$ cat config.mk
export PLATFORM = sky130hd
export DESIGN_NAME = cu_vertex_pagerank
export DESIGN_NICKNAME = d
export VERILOG_FILES = /design/src/logic/cu_pagerank_pkg.sv /design/src/logic/cu_vertex_pagerank.sv /design/src/logic/rank_sum_kernel.sv /design/src/logic/read_data_demux.sv /design/src/logic/read_command_path.sv /design/src/logic/rank_fetch_control.sv /design/src/logic/edge_index_reader.sv /design/src/logic/vertex_job_queue.sv
export SDC_FILE = /design/constraint.sdc
export NUM_CORES = 2
export LEC_CHECK = 0
export BUFFER_PORTS_ARGS = -buffer_cell sky130_fd_sc_hd__buf_4
export CAP_MARGIN = 20
export CORE_MARGIN = 1
export CORE_UTILIZATION = 25
export DETAILED_ROUTE_END_ITERATION = 12
export PLACE_DENSITY = 0.47
export SLEW_MARGIN = 20
export SYNTH_ARGS = -nofsm -noshare
export SYNTH_HDL_FRONTEND = slang
export SYNTH_SLANG_ARGS = --single-unit
export TNS_END_PERCENT = 50
$ cat constraint.sdc
create_clock -name clock -period 9 [get_ports clock]
set_input_delay 0.45 -clock clock [delete_from_list [all_inputs] [get_ports clock]]
set_output_delay 0.45 -clock clock [all_outputs]
set_load 0.03 [all_outputs]
$ cat src/logic/cu_pagerank_pkg.sv
////////////////////////////////////////////////////////////////////////////
// PageRank vertex compute unit shared definitions
// Field widths, id types and the array tag used on commands and data
////////////////////////////////////////////////////////////////////////////

`default_nettype none

package cu_pagerank_pkg;

	// Field widths
	parameter int VERTEX_BITS = 16;
	parameter int EDGE_BITS   = 24;
	parameter int DATA_BITS   = 32;
	parameter int ADDR_BITS   = 32;

	// Vertex id as held in the edge array
	typedef logic [VERTEX_BITS-1:0] vertex_id_t;

	// Edge index, also used for degrees and edge counts
	typedef logic [EDGE_BITS-1:0] edge_index_t;

	// Rank value or rank sum, unsigned and wrapping
	typedef logic [DATA_BITS-1:0] rank_t;

	// Read command address
	typedef logic [ADDR_BITS-1:0] address_t;

	// Target array of a read command or a returning data word
	typedef enum logic [0:0] {
		ARRAY_EDGE = 1'b0,
		ARRAY_RANK = 1'b1
	} array_struct_t;

endpackage

`default_nettype wire
$ cat src/logic/cu_vertex_pagerank.sv
////////////////////////////////////////////////////////////////////////////
// PageRank vertex compute unit
// Job queue, edge and rank fetch, shared read port and rank summation
////////////////////////////////////////////////////////////////////////////

`timescale 1ns/1ps
`default_nettype none

module cu_vertex_pagerank
	import cu_pagerank_pkg::*;
#(
	parameter int VERTEX_QUEUE_DEPTH = 32,
	parameter int READ_CMD_DEPTH     = 16,
	parameter int EDGE_CREDITS       = 8
) (
	input  logic          clock,
	input  logic          rstn,
	input  logic          vertex_job_valid,
	input  vertex_id_t    vertex_job_id,
	input  edge_index_t   vertex_job_edge_start,
	input  edge_index_t   vertex_job_degree,
	output logic          vertex_job_request,
	input  logic          read_buffer_alfull,
	output logic          read_command_bus_request,
	input  logic          read_command_bus_grant,
	output logic          read_command_valid,
	output array_struct_t read_command_array,
	output address_t      read_command_address,
	input  logic          read_data_valid,
	input  array_struct_t read_data_array,
	input  rank_t         read_data_value,
	output logic          write_valid,
	output vertex_id_t    write_vertex,
	output rank_t         write_sum,
	output vertex_id_t    vertex_num_counter,
	output edge_index_t   edge_num_counter
);

	// Current job
	logic        job_active;
	vertex_id_t  job_id;
	edge_index_t job_edge_start;
	edge_index_t job_degree;
	logic        vertex_done;

	// Command sources into the shared read port
	logic     edge_cmd_valid;
	address_t edge_cmd_address;
	logic     edge_cmd_ready;
	logic     rank_cmd_valid;
	address_t rank_cmd_address;
	logic     rank_cmd_ready;
	logic     credit_return;

	// Routed read data
	logic       edge_data_valid;
	vertex_id_t edge_dest;
	logic       rank_data_valid;
	rank_t      rank_value;

	vertex_job_queue #(.VERTEX_QUEUE_DEPTH(VERTEX_QUEUE_DEPTH)) vertex_job_queue_i (.*);

	edge_index_reader #(.EDGE_CREDITS(EDGE_CREDITS)) edge_index_reader_i (.*);

	rank_fetch_control #(.EDGE_CREDITS(EDGE_CREDITS)) rank_fetch_control_i (.*);

	read_command_path #(.READ_CMD_DEPTH(READ_CMD_DEPTH)) read_command_path_i (.*);

	read_data_demux read_data_demux_i (.*);

	rank_sum_kernel rank_sum_kernel_i (.*);

endmodule

`default_nettype wire

$ cat src/logic/rank_sum_kernel.sv
////////////////////////////////////////////////////////////////////////////
// Rank sum kernel
// Adds up returned ranks and writes the sum once all edges are in
////////////////////////////////////////////////////////////////////////////

`timescale 1ns/1ps
`default_nettype none

module rank_sum_kernel
	import cu_pagerank_pkg::*;
(
	input  logic        clock,
	input  logic        rstn,
	input  logic        job_active,
	input  vertex_id_t  job_id,
	input  edge_index_t job_degree,
	input  logic        rank_data_valid,
	input  rank_t       rank_value,
	output logic        vertex_done,
	output logic        write_valid,
	output vertex_id_t  write_vertex,
	output rank_t       write_sum,
	output vertex_id_t  vertex_num_counter,
	output edge_index_t edge_num_counter
);

	logic        active_q;
	edge_index_t rank_count;
	rank_t       sum;
	logic        finish;

	// Done pulse blocks a second finish until the job drops
	assign finish = job_active && active_q && !vertex_done && (rank_count == job_degree);

	////////////////////////////////////////////////////////////////////////////
	// Accumulation and completion
	////////////////////////////////////////////////////////////////////////////

	always_ff @(posedge clock or negedge rstn) begin
		if (!rstn) begin
			active_q    <= 1'b0;
			rank_count  <= '0;
			sum         <= '0;
			vertex_done <= 1'b0;
			write_valid <= 1'b0;
		end else begin
			active_q    <= job_active;
			vertex_done <= finish;
			write_valid <= finish;
			if (job_active && !active_q) begin
				rank_count <= '0;
				sum        <= '0;
			end else if (rank_data_valid) begin
				rank_count <= rank_count + 1'b1;
				sum        <= sum + rank_value;
			end
		end
	end

	always_ff @(posedge clock) begin
		if (finish) begin
			write_vertex <= job_id;
			write_sum    <= sum;
		end
	end

	// Progress counters
	always_ff @(posedge clock or negedge rstn) begin
		if (!rstn) begin
			vertex_num_counter <= '0;
			edge_num_counter   <= '0;
		end else begin
			if (finish) begin
				vertex_num_counter <= vertex_num_counter + 1'b1;
			end
			if (rank_data_valid) begin
				edge_num_counter <= edge_num_counter + 1'b1;
			end
		end
	end

endmodule

`default_nettype wire

$ cat src/logic/read_data_demux.sv
////////////////////////////////////////////////////////////////////////////
// Read data demux
// Steers returning data to the rank fetch or the summation by array tag
////////////////////////////////////////////////////////////////////////////

`timescale 1ns/1ps
`default_nettype none

module read_data_demux
	import cu_pagerank_pkg::*;
(
	input  logic          clock,
	input  logic          rstn,
	input  logic          read_data_valid,
	input  array_struct_t read_data_array,
	input  rank_t         read_data_value,
	output logic          edge_data_valid,
	output vertex_id_t    edge_dest,
	output logic          rank_data_valid,
	output rank_t         rank_value
);

	rank_t data_q;

	always_ff @(posedge clock or negedge rstn) begin
		if (!rstn) begin
			edge_data_valid <= 1'b0;
			rank_data_valid <= 1'b0;
		end else begin
			edge_data_valid <= read_data_valid && (read_data_array == ARRAY_EDGE);
			rank_data_valid <= read_data_valid && (read_data_array == ARRAY_RANK);
		end
	end

	always_ff @(posedge clock) begin
		data_q <= read_data_value;
	end

	// Edge words carry the destination id in the low bits
	assign edge_dest  = data_q[VERTEX_BITS-1:0];
	assign rank_value = data_q;

endmodule

`default_nettype wire

$ cat src/logic/read_command_path.sv
////////////////////////////////////////////////////////////////////////////
// Read command path
// Round-robin merge of edge and rank reads into a FIFO with bus handshake
////////////////////////////////////////////////////////////////////////////

`timescale 1ns/1ps
`default_nettype none

module read_command_path
	import cu_pagerank_pkg::*;
#(
	parameter int READ_CMD_DEPTH = 16
) (
	input  logic          clock,
	input  logic          rstn,
	input  logic          edge_cmd_valid,
	input  address_t      edge_cmd_address,
	input  logic          rank_cmd_valid,
	input  address_t      rank_cmd_address,
	input  logic          read_buffer_alfull,
	input  logic          read_command_bus_grant,
	output logic          edge_cmd_ready,
	output logic          rank_cmd_ready,
	output logic          read_command_bus_request,
	output logic          read_command_valid,
	output array_struct_t read_command_array,
	output address_t      read_command_address
);

	localparam int PW = (READ_CMD_DEPTH > 1) ? $clog2(READ_CMD_DEPTH) : 1;
	localparam int CW = $clog2(READ_CMD_DEPTH + 1);

	array_struct_t cmd_array_mem[READ_CMD_DEPTH];
	address_t      cmd_addr_mem [READ_CMD_DEPTH];

	logic [PW-1:0] wr_ptr;
	logic [PW-1:0] rd_ptr;
	logic [CW-1:0] count;
	logic          full;
	logic          push;
	logic          pop;
	logic          grant_q;
	array_struct_t last_array;
	array_struct_t push_array;
	address_t      push_address;

	////////////////////////////////////////////////////////////////////////////
	// Round-robin arbiter
	////////////////////////////////////////////////////////////////////////////

	assign full = (count == CW'(READ_CMD_DEPTH));

	// Contention goes to the source that did not win last
	assign edge_cmd_ready = edge_cmd_valid && !full &&
		(!rank_cmd_valid || last_array == ARRAY_RANK);
	assign rank_cmd_ready = rank_cmd_valid && !full &&
		(!edge_cmd_valid || last_array == ARRAY_EDGE);

	assign push         = edge_cmd_ready || rank_cmd_ready;
	assign push_array   = rank_cmd_ready ? ARRAY_RANK : ARRAY_EDGE;
	assign push_address = rank_cmd_ready ? rank_cmd_address : edge_cmd_address;
	assign pop          = grant_q && (count != '0);

	always_ff @(posedge clock) begin
		if (push) begin
			cmd_array_mem[wr_ptr] <= push_array;
			cmd_addr_mem[wr_ptr]  <= push_address;
		end
		if (pop) begin
			read_command_array   <= cmd_array_mem[rd_ptr];
			read_command_address <= cmd_addr_mem[rd_ptr];
		end
	end

	always_ff @(posedge clock or negedge rstn) begin
		if (!rstn) begin
			wr_ptr                   <= '0;
			rd_ptr                   <= '0;
			count                    <= '0;
			last_array               <= ARRAY_RANK;
			grant_q                  <= 1'b0;
			read_command_bus_request <= 1'b0;
			read_command_valid       <= 1'b0;
		end else begin
			if (push) begin
				wr_ptr     <= (wr_ptr == PW'(READ_CMD_DEPTH - 1)) ? '0 : wr_ptr + 1'b1;
				last_array <= push_array;
			end
			if (pop) begin
				rd_ptr <= (rd_ptr == PW'(READ_CMD_DEPTH - 1)) ? '0 : rd_ptr + 1'b1;
			end
			count   <= count + CW'(push) - CW'(pop);
			grant_q <= read_command_bus_grant;
			// Grants already in flight will consume entries
			read_command_bus_request <= !read_buffer_alfull &&
				(int'(count) > int'(grant_q) + int'(read_command_bus_grant));
			read_command_valid <= pop;
		end
	end

endmodule

`default_nettype wire

$ cat src/logic/rank_fetch_control.sv
////////////////////////////////////////////////////////////////////////////
// Rank fetch control
// Queues destination ids and issues rank-array reads for them
////////////////////////////////////////////////////////////////////////////

`timescale 1ns/1ps
`default_nettype none

module rank_fetch_control
	import cu_pagerank_pkg::*;
#(
	parameter int EDGE_CREDITS = 8
) (
	input  logic       clock,
	input  logic       rstn,
	input  logic       edge_data_valid,
	input  vertex_id_t edge_dest,
	input  logic       rank_cmd_ready,
	output logic       rank_cmd_valid,
	output address_t   rank_cmd_address,
	output logic       credit_return
);

	localparam int PW = (EDGE_CREDITS > 1) ? $clog2(EDGE_CREDITS) : 1;
	localparam int CW = $clog2(EDGE_CREDITS + 1);

	vertex_id_t    dest_mem[EDGE_CREDITS];
	logic [PW-1:0] wr_ptr;
	logic [PW-1:0] rd_ptr;
	logic [CW-1:0] count;
	logic          pop;

	// Head of queue is the rank address
	assign rank_cmd_valid   = (count != '0);
	assign rank_cmd_address = address_t'(dest_mem[rd_ptr]);
	assign pop              = rank_cmd_valid && rank_cmd_ready;
	assign credit_return    = pop;

	always_ff @(posedge clock) begin
		if (edge_data_valid) begin
			dest_mem[wr_ptr] <= edge_dest;
		end
	end

	always_ff @(posedge clock or negedge rstn) begin
		if (!rstn) begin
			wr_ptr <= '0;
			rd_ptr <= '0;
			count  <= '0;
		end else begin
			if (edge_data_valid) begin
				wr_ptr <= (wr_ptr == PW'(EDGE_CREDITS - 1)) ? '0 : wr_ptr + 1'b1;
			end
			if (pop) begin
				rd_ptr <= (rd_ptr == PW'(EDGE_CREDITS - 1)) ? '0 : rd_ptr + 1'b1;
			end
			count <= count + CW'(edge_data_valid) - CW'(pop);
		end
	end

endmodule

`default_nettype wire

$ cat src/logic/edge_index_reader.sv
////////////////////////////////////////////////////////////////////////////
// Edge index reader
// Issues one edge-array read per edge of the current vertex, credit limited
////////////////////////////////////////////////////////////////////////////

`timescale 1ns/1ps
`default_nettype none

module edge_index_reader
	import cu_pagerank_pkg::*;
#(
	parameter int EDGE_CREDITS = 8
) (
	input  logic        clock,
	input  logic        rstn,
	input  logic        job_active,
	input  edge_index_t job_edge_start,
	input  edge_index_t job_degree,
	input  logic        edge_cmd_ready,
	input  logic        credit_return,
	output logic        edge_cmd_valid,
	output address_t    edge_cmd_address
);

	localparam int CRW = $clog2(EDGE_CREDITS + 1);

	logic           active_q;
	edge_index_t    issued;
	logic [CRW-1:0] credits;
	logic           take;

	// Hold off in the first active cycle while the edge count restarts
	assign edge_cmd_valid   = job_active && active_q && (issued < job_degree) &&
		(credits != '0);
	assign edge_cmd_address = address_t'(job_edge_start + issued);
	assign take             = edge_cmd_valid && edge_cmd_ready;

	always_ff @(posedge clock or negedge rstn) begin
		if (!rstn) begin
			active_q <= 1'b0;
			issued   <= '0;
			credits  <= CRW'(EDGE_CREDITS);
		end else begin
			active_q <= job_active;
			if (job_active && !active_q) begin
				issued <= '0;
			end else if (take) begin
				issued <= issued + 1'b1;
			end
			// One credit per edge until its destination leaves the rank queue
			credits <= credits - CRW'(take) + CRW'(credit_return);
		end
	end

endmodule

`default_nettype wire

$ cat src/logic/vertex_job_queue.sv
////////////////////////////////////////////////////////////////////////////
// Vertex job queue
// Buffers incoming jobs and hands out one current job at a time
////////////////////////////////////////////////////////////////////////////

`timescale 1ns/1ps
`default_nettype none

module vertex_job_queue
	import cu_pagerank_pkg::*;
#(
	parameter int VERTEX_QUEUE_DEPTH = 32
) (
	input  logic        clock,
	input  logic        rstn,
	input  logic        vertex_job_valid,
	input  vertex_id_t  vertex_job_id,
	input  edge_index_t vertex_job_edge_start,
	input  edge_index_t vertex_job_degree,
	input  logic        vertex_done,
	output logic        vertex_job_request,
	output logic        job_active,
	output vertex_id_t  job_id,
	output edge_index_t job_edge_start,
	output edge_index_t job_degree
);

	localparam int PW = (VERTEX_QUEUE_DEPTH > 1) ? $clog2(VERTEX_QUEUE_DEPTH) : 1;
	localparam int CW = $clog2(VERTEX_QUEUE_DEPTH + 1);

	logic        in_valid;
	vertex_id_t  in_id;
	edge_index_t in_edge_start;
	edge_index_t in_degree;

	vertex_id_t  id_mem    [VERTEX_QUEUE_DEPTH];
	edge_index_t start_mem [VERTEX_QUEUE_DEPTH];
	edge_index_t degree_mem[VERTEX_QUEUE_DEPTH];

	logic [PW-1:0] wr_ptr;
	logic [PW-1:0] rd_ptr;
	logic [CW-1:0] count;
	logic          push;
	logic          pop;

	// Input register stage
	always_ff @(posedge clock or negedge rstn) begin
		if (!rstn) begin
			in_valid <= 1'b0;
		end else begin
			in_valid <= vertex_job_valid;
		end
	end

	always_ff @(posedge clock) begin
		in_id         <= vertex_job_id;
		in_edge_start <= vertex_job_edge_start;
		in_degree     <= vertex_job_degree;
	end

	assign push = in_valid && (count != CW'(VERTEX_QUEUE_DEPTH));
	assign pop  = !job_active && (count != '0);

	always_ff @(posedge clock) begin
		if (push) begin
			id_mem[wr_ptr]     <= in_id;
			start_mem[wr_ptr]  <= in_edge_start;
			degree_mem[wr_ptr] <= in_degree;
		end
	end

	always_ff @(posedge clock or negedge rstn) begin
		if (!rstn) begin
			wr_ptr             <= '0;
			rd_ptr             <= '0;
			count              <= '0;
			vertex_job_request <= 1'b0;
		end else begin
			if (push) begin
				wr_ptr <= (wr_ptr == PW'(VERTEX_QUEUE_DEPTH - 1)) ? '0 : wr_ptr + 1'b1;
			end
			if (pop) begin
				rd_ptr <= (rd_ptr == PW'(VERTEX_QUEUE_DEPTH - 1)) ? '0 : rd_ptr + 1'b1;
			end
			count <= count + CW'(push) - CW'(pop);
			// Jobs in the input stage and on the port still need a slot
			vertex_job_request <= (int'(count) + int'(in_valid) + int'(vertex_job_valid) + 2)
				<= VERTEX_QUEUE_DEPTH;
		end
	end

	////////////////////////////////////////////////////////////////////////////
	// Current job register
	////////////////////////////////////////////////////////////////////////////

	always_ff @(posedge clock or negedge rstn) begin
		if (!rstn) begin
			job_active <= 1'b0;
		end else if (vertex_done) begin
			job_active <= 1'b0;
		end else if (pop) begin
			job_active <= 1'b1;
		end
	end

	always_ff @(posedge clock) begin
		if (pop) begin
			job_id         <= id_mem[rd_ptr];
			job_edge_start <= start_mem[rd_ptr];
			job_degree     <= degree_mem[rd_ptr];
		end
	end

endmodule

`default_nettype wire

==> implementation parameters <==
Parameter                              Value

Power
  Total power divided by cell area    274.3 mW/mm^2
  Peak supply drop    0.1547 mV
  Lkg Pwr    44.86 nW

GRT
  Wire length of the first global-routing pass    460.3 mm
  Number of global-route vias before repair    59112
  GRT overflow    0
  Gr usage total    13.54%
  Number of antenna violations at the first check in global routing    25
  Pin count of the biggest net entering global routing    122

Clocking
  Clock Sink Count    3000
  H-tree depth    5
  Clk pin slew, worst setup/hold paths    60 ps
  Root buffer cell    sky130_fd_sc_hd__clkbuf_16
  Maximum clock insertion buffer count    4
  CTS tree    yes
  Clk_lat worst skew    950 ps
  Inserted Clock Buffers    324

Drt
  DRC violation count after routing    0
  Wirelength, routed    326.1 mm
  Top layer reached by signal wires    met5
  Wire per inst    around 26 um
  Total length of routed met2 wires    about 160 mm
  Met1 routed wirelength after detailed routing    148.9 mm
  Amount of wire on met3 after detailed routing    13.51 mm
  DR vias    57115
  Initial DRT Pass Iterations    8
  DR iter-0 viols    4941
  Number of nets with antenna violations after detailed routing    0
  Vias per cell    between 4 and 5

Yosys
  EDFF count, synth    2730
  Number of synthesis warnings    0
  Main combinational cell family by area after synthesis    multiplexers
  Post-Synth Adder-Cell Area    1.548%
  Post-synthesis xor/xnor area fraction    1.102%
  Post-synthesis mux area share    15.80%
  Distinct cell type count after synthesis    86
  Synthesized-area fraction occupied by ao, oa, aoi and oai cells    2.275%
  Share of synthesized area occupied by flip-flops and latches    75.52%
  Netlist Area Pre-Place    between 0.1 and 0.15 mm^2
  Area fraction of the dominant cell type after synthesis    70.15%
  Number of instances in the synthesized netlist    5580
  Leading cell types by total area after synthesis    sky130_fd_sc_hd__edfxtp_1 (70%), sky130_fd_sc_hd__mux4_2 (14%), sky130_fd_sc_hd__dfrtp_1 (3.7%)
  Cell taking the most area after synthesis    sky130_fd_sc_hd__edfxtp_1
  Leading register cell type out of synthesis    sky130_fd_sc_hd__edfxtp_1
  Simple-gate portion of the synthesized area    2.519%
  Count of state elements after synthesis    3000
  Syn Area/Cell    20.94 um^2
  Share of async-settable or async-resettable flops after synthesis    5.800%

Worst setup path
  Critical Path Sink Type    flip-flop
  Category of the critical setup timing path    flip-flop to flip-flop
  Ordered cell list for the critical path    inv_1, ha_1, and3_1, nand2_1, nand2_1, clkinv_1, nand2_1, nor2_4, buf_4, buf_4
  Crit path DAT    5020 ps
  Maximum fanout encountered on the critical timing path    29
  Crit path max-delay family    simple AND/OR/NAND/NOR gates
  Kind of start point of the critical path    flip-flop
  Required arrival time at the worst endpoint    ~9500 ps
  CP Buf/Inv Count    4
  Worst-path cell with the longest stage delay    sky130_fd_sc_hd__nor2_4
  CP dominant cell by count    sky130_fd_sc_hd__nand2_1
  Largest stage delay, worst path    980 ps

Placement
  Quantity of I/O buffers inserted on ports    220
  Final HPWL from detailed placement    183.7 mm
  Pre-CTS setup slack    4432 ps
  Final weighted congestion in routability-driven placement    approximately 0.76

STA
  Crit path setup slack, layout    4493 ps
  Number of setup violations in the final report    0
  Setup clock skew after layout    88.56 ps
  Max-slew headroom at the worst pin    23.99%
  Fin crit period    4507 ps
  Worst slew pin tran    between 1000 and 1500 ps
  Setup repair after global routing missed its margin    false
  Total count of hold-check failures in the final report    0
  Maximum operating frequency    approximately 0.22 GHz
  Final Cycle Share    50.08%
  Total Negative Setup Slacks    0 ps
  Total count of max-transition violations in the final report    0

Die
  Floorplan die area    0.4702 mm^2
  Horizontal extent of the die    685.7 um
  I/O Pins    228
  Core Rows    250
  Core Box Area    0.4645 mm^2
  Starting utilization of the core area    approximately a quarter
  Y dimension of the die    between 600 and 700 um

Job
  Maxcap violations    0

Cells and area
  Area of the multi-input gates    between 0.02 and 0.03 mm^2
  Fraction of final layout cells sized beyond drive strength 1    28.37%
  Count of filler cells inserted in the layout    45025
  Layout-stage area growth over the synthesis result    18.90%
  Layout Nets    about 6400
  Total area of sequential cells    roughly 0.09 mm^2

Worst hold path
  Worst hold-check path type    input port to flip-flop

Run status
  Run status    complete, no violations
==> metrics by stage <==
| stage | hold slack [ps] | total power (W) | instance area, um^2 | instances | util, % |
|---|---|---|---|---|---|
| final | 151.4 | 0.03811 | 138900 | 12579 | 29.91 |
| after global routing | 96.30 | 0.03969 | 138900 | 12576 | 29.91 |
| after CTS | 55.82 | 0.03864 | 138800 | 12573 | 29.88 |
| after detailed placement | 418.8 | 0.02488 | 126900 | 11867 | 27.32 |
| after global placement | 402.2 | 0.02475 | 126800 | 11865 | 27.31 |
| after floorplan | 154.4 | 0.02219 | 116900 | 5586 | - |
==> cell usage after synthesis, types with 6 or more instances <==
library cell and instances:
sky130_fd_sc_hd__mux4_2 724, sky130_fd_sc_hd__and3_1 28, sky130_fd_sc_hd__o21a_1 11, sky130_fd_sc_hd__and2_1 10
sky130_fd_sc_hd__nor3_1 39, sky130_fd_sc_hd__dfxtp_1 96, sky130_fd_sc_hd__clkbuf_1 138, sky130_fd_sc_hd__and4_1 10
sky130_fd_sc_hd__nand3b_1 6, sky130_fd_sc_hd__buf_4 20, sky130_fd_sc_hd__fa_1 6, sky130_fd_sc_hd__mux2_2 90
sky130_fd_sc_hd__buf_1 48, sky130_fd_sc_hd__a221oi_1 26, sky130_fd_sc_hd__a31oi_1 21, sky130_fd_sc_hd__nor2_1 172
sky130_fd_sc_hd__buf_2 50, sky130_fd_sc_hd__a211oi_1 14, sky130_fd_sc_hd__a21oi_1 105, sky130_fd_sc_hd__nand2_1 175
sky130_fd_sc_hd__mux2i_1 114, sky130_fd_sc_hd__ha_1 135, sky130_fd_sc_hd__o21bai_1 6, sky130_fd_sc_hd__nand4_1 24
sky130_fd_sc_hd__nand3_1 54, sky130_fd_sc_hd__or3_1 11, sky130_fd_sc_hd__a31o_2 6, sky130_fd_sc_hd__dfrtp_1 172
sky130_fd_sc_hd__edfxtp_1 2730, sky130_fd_sc_hd__o21ai_0 107, sky130_fd_sc_hd__a21o_1 36, sky130_fd_sc_hd__o22ai_1 6
sky130_fd_sc_hd__xor2_1 59, sky130_fd_sc_hd__inv_1 90, sky130_fd_sc_hd__a22oi_1 26, sky130_fd_sc_hd__nand2b_1 17
sky130_fd_sc_hd__nor2b_1 13, sky130_fd_sc_hd__nor4_1 10, sky130_fd_sc_hd__xnor2_1 88
==> cells by family after synthesis <==
group	count (synthesis)
adders and majority gates	141
buffers and inverters	348
DFF	3000
and+or+nand+nor	604
AOI/OAI and AO/OA	411
muxes	928
other	1
xor gates and xnor gates	147
==> area by class of cell <==
cell class | instances | share of cell area [%]
antenna | 3 | 0.005403
clock buffer | 429 | 6.397
clock inverter | 172 | 1.404
inverter | 92 | 0.2503
multi-input combinational | 2238 | 19.86
sequential | 3000 | 63.57
tap | 6174 | 5.560
timing repair buffer | 471 | 2.946
==> cell usage in the layout, fill, tap and decap left out, types with 11 or more instances in the layout <==
master / Yosys / routed
sky130_fd_sc_hd__a221oi_1: 26 / 26
sky130_fd_sc_hd__nand4_1: 24 / 24
sky130_fd_sc_hd__and3_1: 28 / 28
sky130_fd_sc_hd__a22oi_1: 26 / 26
sky130_fd_sc_hd__nor3_1: 39 / 33
sky130_fd_sc_hd__nand2_1: 175 / 175
sky130_fd_sc_hd__xnor2_1: 88 / 88
sky130_fd_sc_hd__o21ai_0: 107 / 101
sky130_fd_sc_hd__nand2b_1: 17 / 17
sky130_fd_sc_hd__a31oi_1: 21 / 20
sky130_fd_sc_hd__clkbuf_8: 0 / 28
sky130_fd_sc_hd__dfxtp_1: 96 / 58
sky130_fd_sc_hd__xor2_1: 59 / 59
sky130_fd_sc_hd__clkbuf_16: 0 / 329
sky130_fd_sc_hd__clkinv_1: 2 / 41
sky130_fd_sc_hd__inv_1: 90 / 89
sky130_fd_sc_hd__a21o_1: 36 / 36
sky130_fd_sc_hd__nor2b_1: 13 / 11
sky130_fd_sc_hd__clkinv_2: 0 / 64
sky130_fd_sc_hd__mux2i_1: 114 / 114
sky130_fd_sc_hd__nor2_1: 172 / 134
sky130_fd_sc_hd__mux4_2: 724 / 724
sky130_fd_sc_hd__nand3_1: 54 / 54
sky130_fd_sc_hd__mux2_2: 90 / 90
sky130_fd_sc_hd__dfxtp_2: 0 / 38
sky130_fd_sc_hd__or3_1: 11 / 11
sky130_fd_sc_hd__edfxtp_1: 2730 / 2730
sky130_fd_sc_hd__dfrtp_1: 172 / 161
sky130_fd_sc_hd__a21oi_1: 105 / 99
sky130_fd_sc_hd__clkbuf_1: 138 / 72
sky130_fd_sc_hd__ha_1: 135 / 135
sky130_fd_sc_hd__buf_4: 20 / 343
sky130_fd_sc_hd__buf_12: 0 / 16
sky130_fd_sc_hd__nor2_4: 0 / 36
sky130_fd_sc_hd__a211oi_1: 14 / 14
sky130_fd_sc_hd__dlygate4sd3_1: 0 / 105
sky130_fd_sc_hd__bufinv_16: 0 / 31
==> per-layer routing <==
layer | vias up | global-route usage, %
li1 | 24099 | -
met1 | 31192 | 19.16
met2 | 1423 | 22.39
met3 | 399 | 1.679
met4 | 2 | 2.723
met5 | - | 0
==> timing repair <==
action,CTS,global route
hold buffers,105,0
resized for setup,0,0
endpoints found under the hold margin,143,0
buffers inserted,0,0
==> state kept, by name, indices dropped and copies added (netlist names), 25 cells and up <==
signal	cells
read_command_path_i.cmd_addr_mem	400
rank_fetch_control_i.dest_mem	128
vertex_job_queue_i.start_mem	768
rank_sum_kernel_i.sum	32
vertex_job_queue_i.degree_mem	768
rank_sum_kernel_i.write_sum	32
read_data_demux_i.rank_value	32
vertex_job_queue_i.id_mem	512
read_command_path_i.read_command_address	25
==> final timing paths <==
check / slack (ps) / cells after the start / end / startpoint
setup reg to reg: 4490 / 10 / vertex_job_queue_i.start_mem[23][7] / vertex_job_queue_i.count[2]
hold reg to reg: 420 / 0 / rank_sum_kernel_i.write_vertex[15] / vertex_job_queue_i.job_id[15]
max in group asynchronous: 6910 / 4 / read_command_path_i.rd_ptr[0] / rstn
min in group asynchronous: 590 / 3 / read_data_demux_i.edge_data_valid / rstn
setup / recovery: 4490 / 10 / vertex_job_queue_i.start_mem[23][7] / vertex_job_queue_i.count[2]
hold / removal: 150 / 2 / vertex_job_queue_i.in_id[2] / vertex_job_id[2]
==> where the power goes <==
| group | switching [W] | internal (W) |
|---|---|---|
| sequential | 0.000724 | 0.0170 |
| clock | 0.00572 | 0.00790 |
| combinational | 0.00417 | 0.00264 |
(Power assumes the default switching activity.)
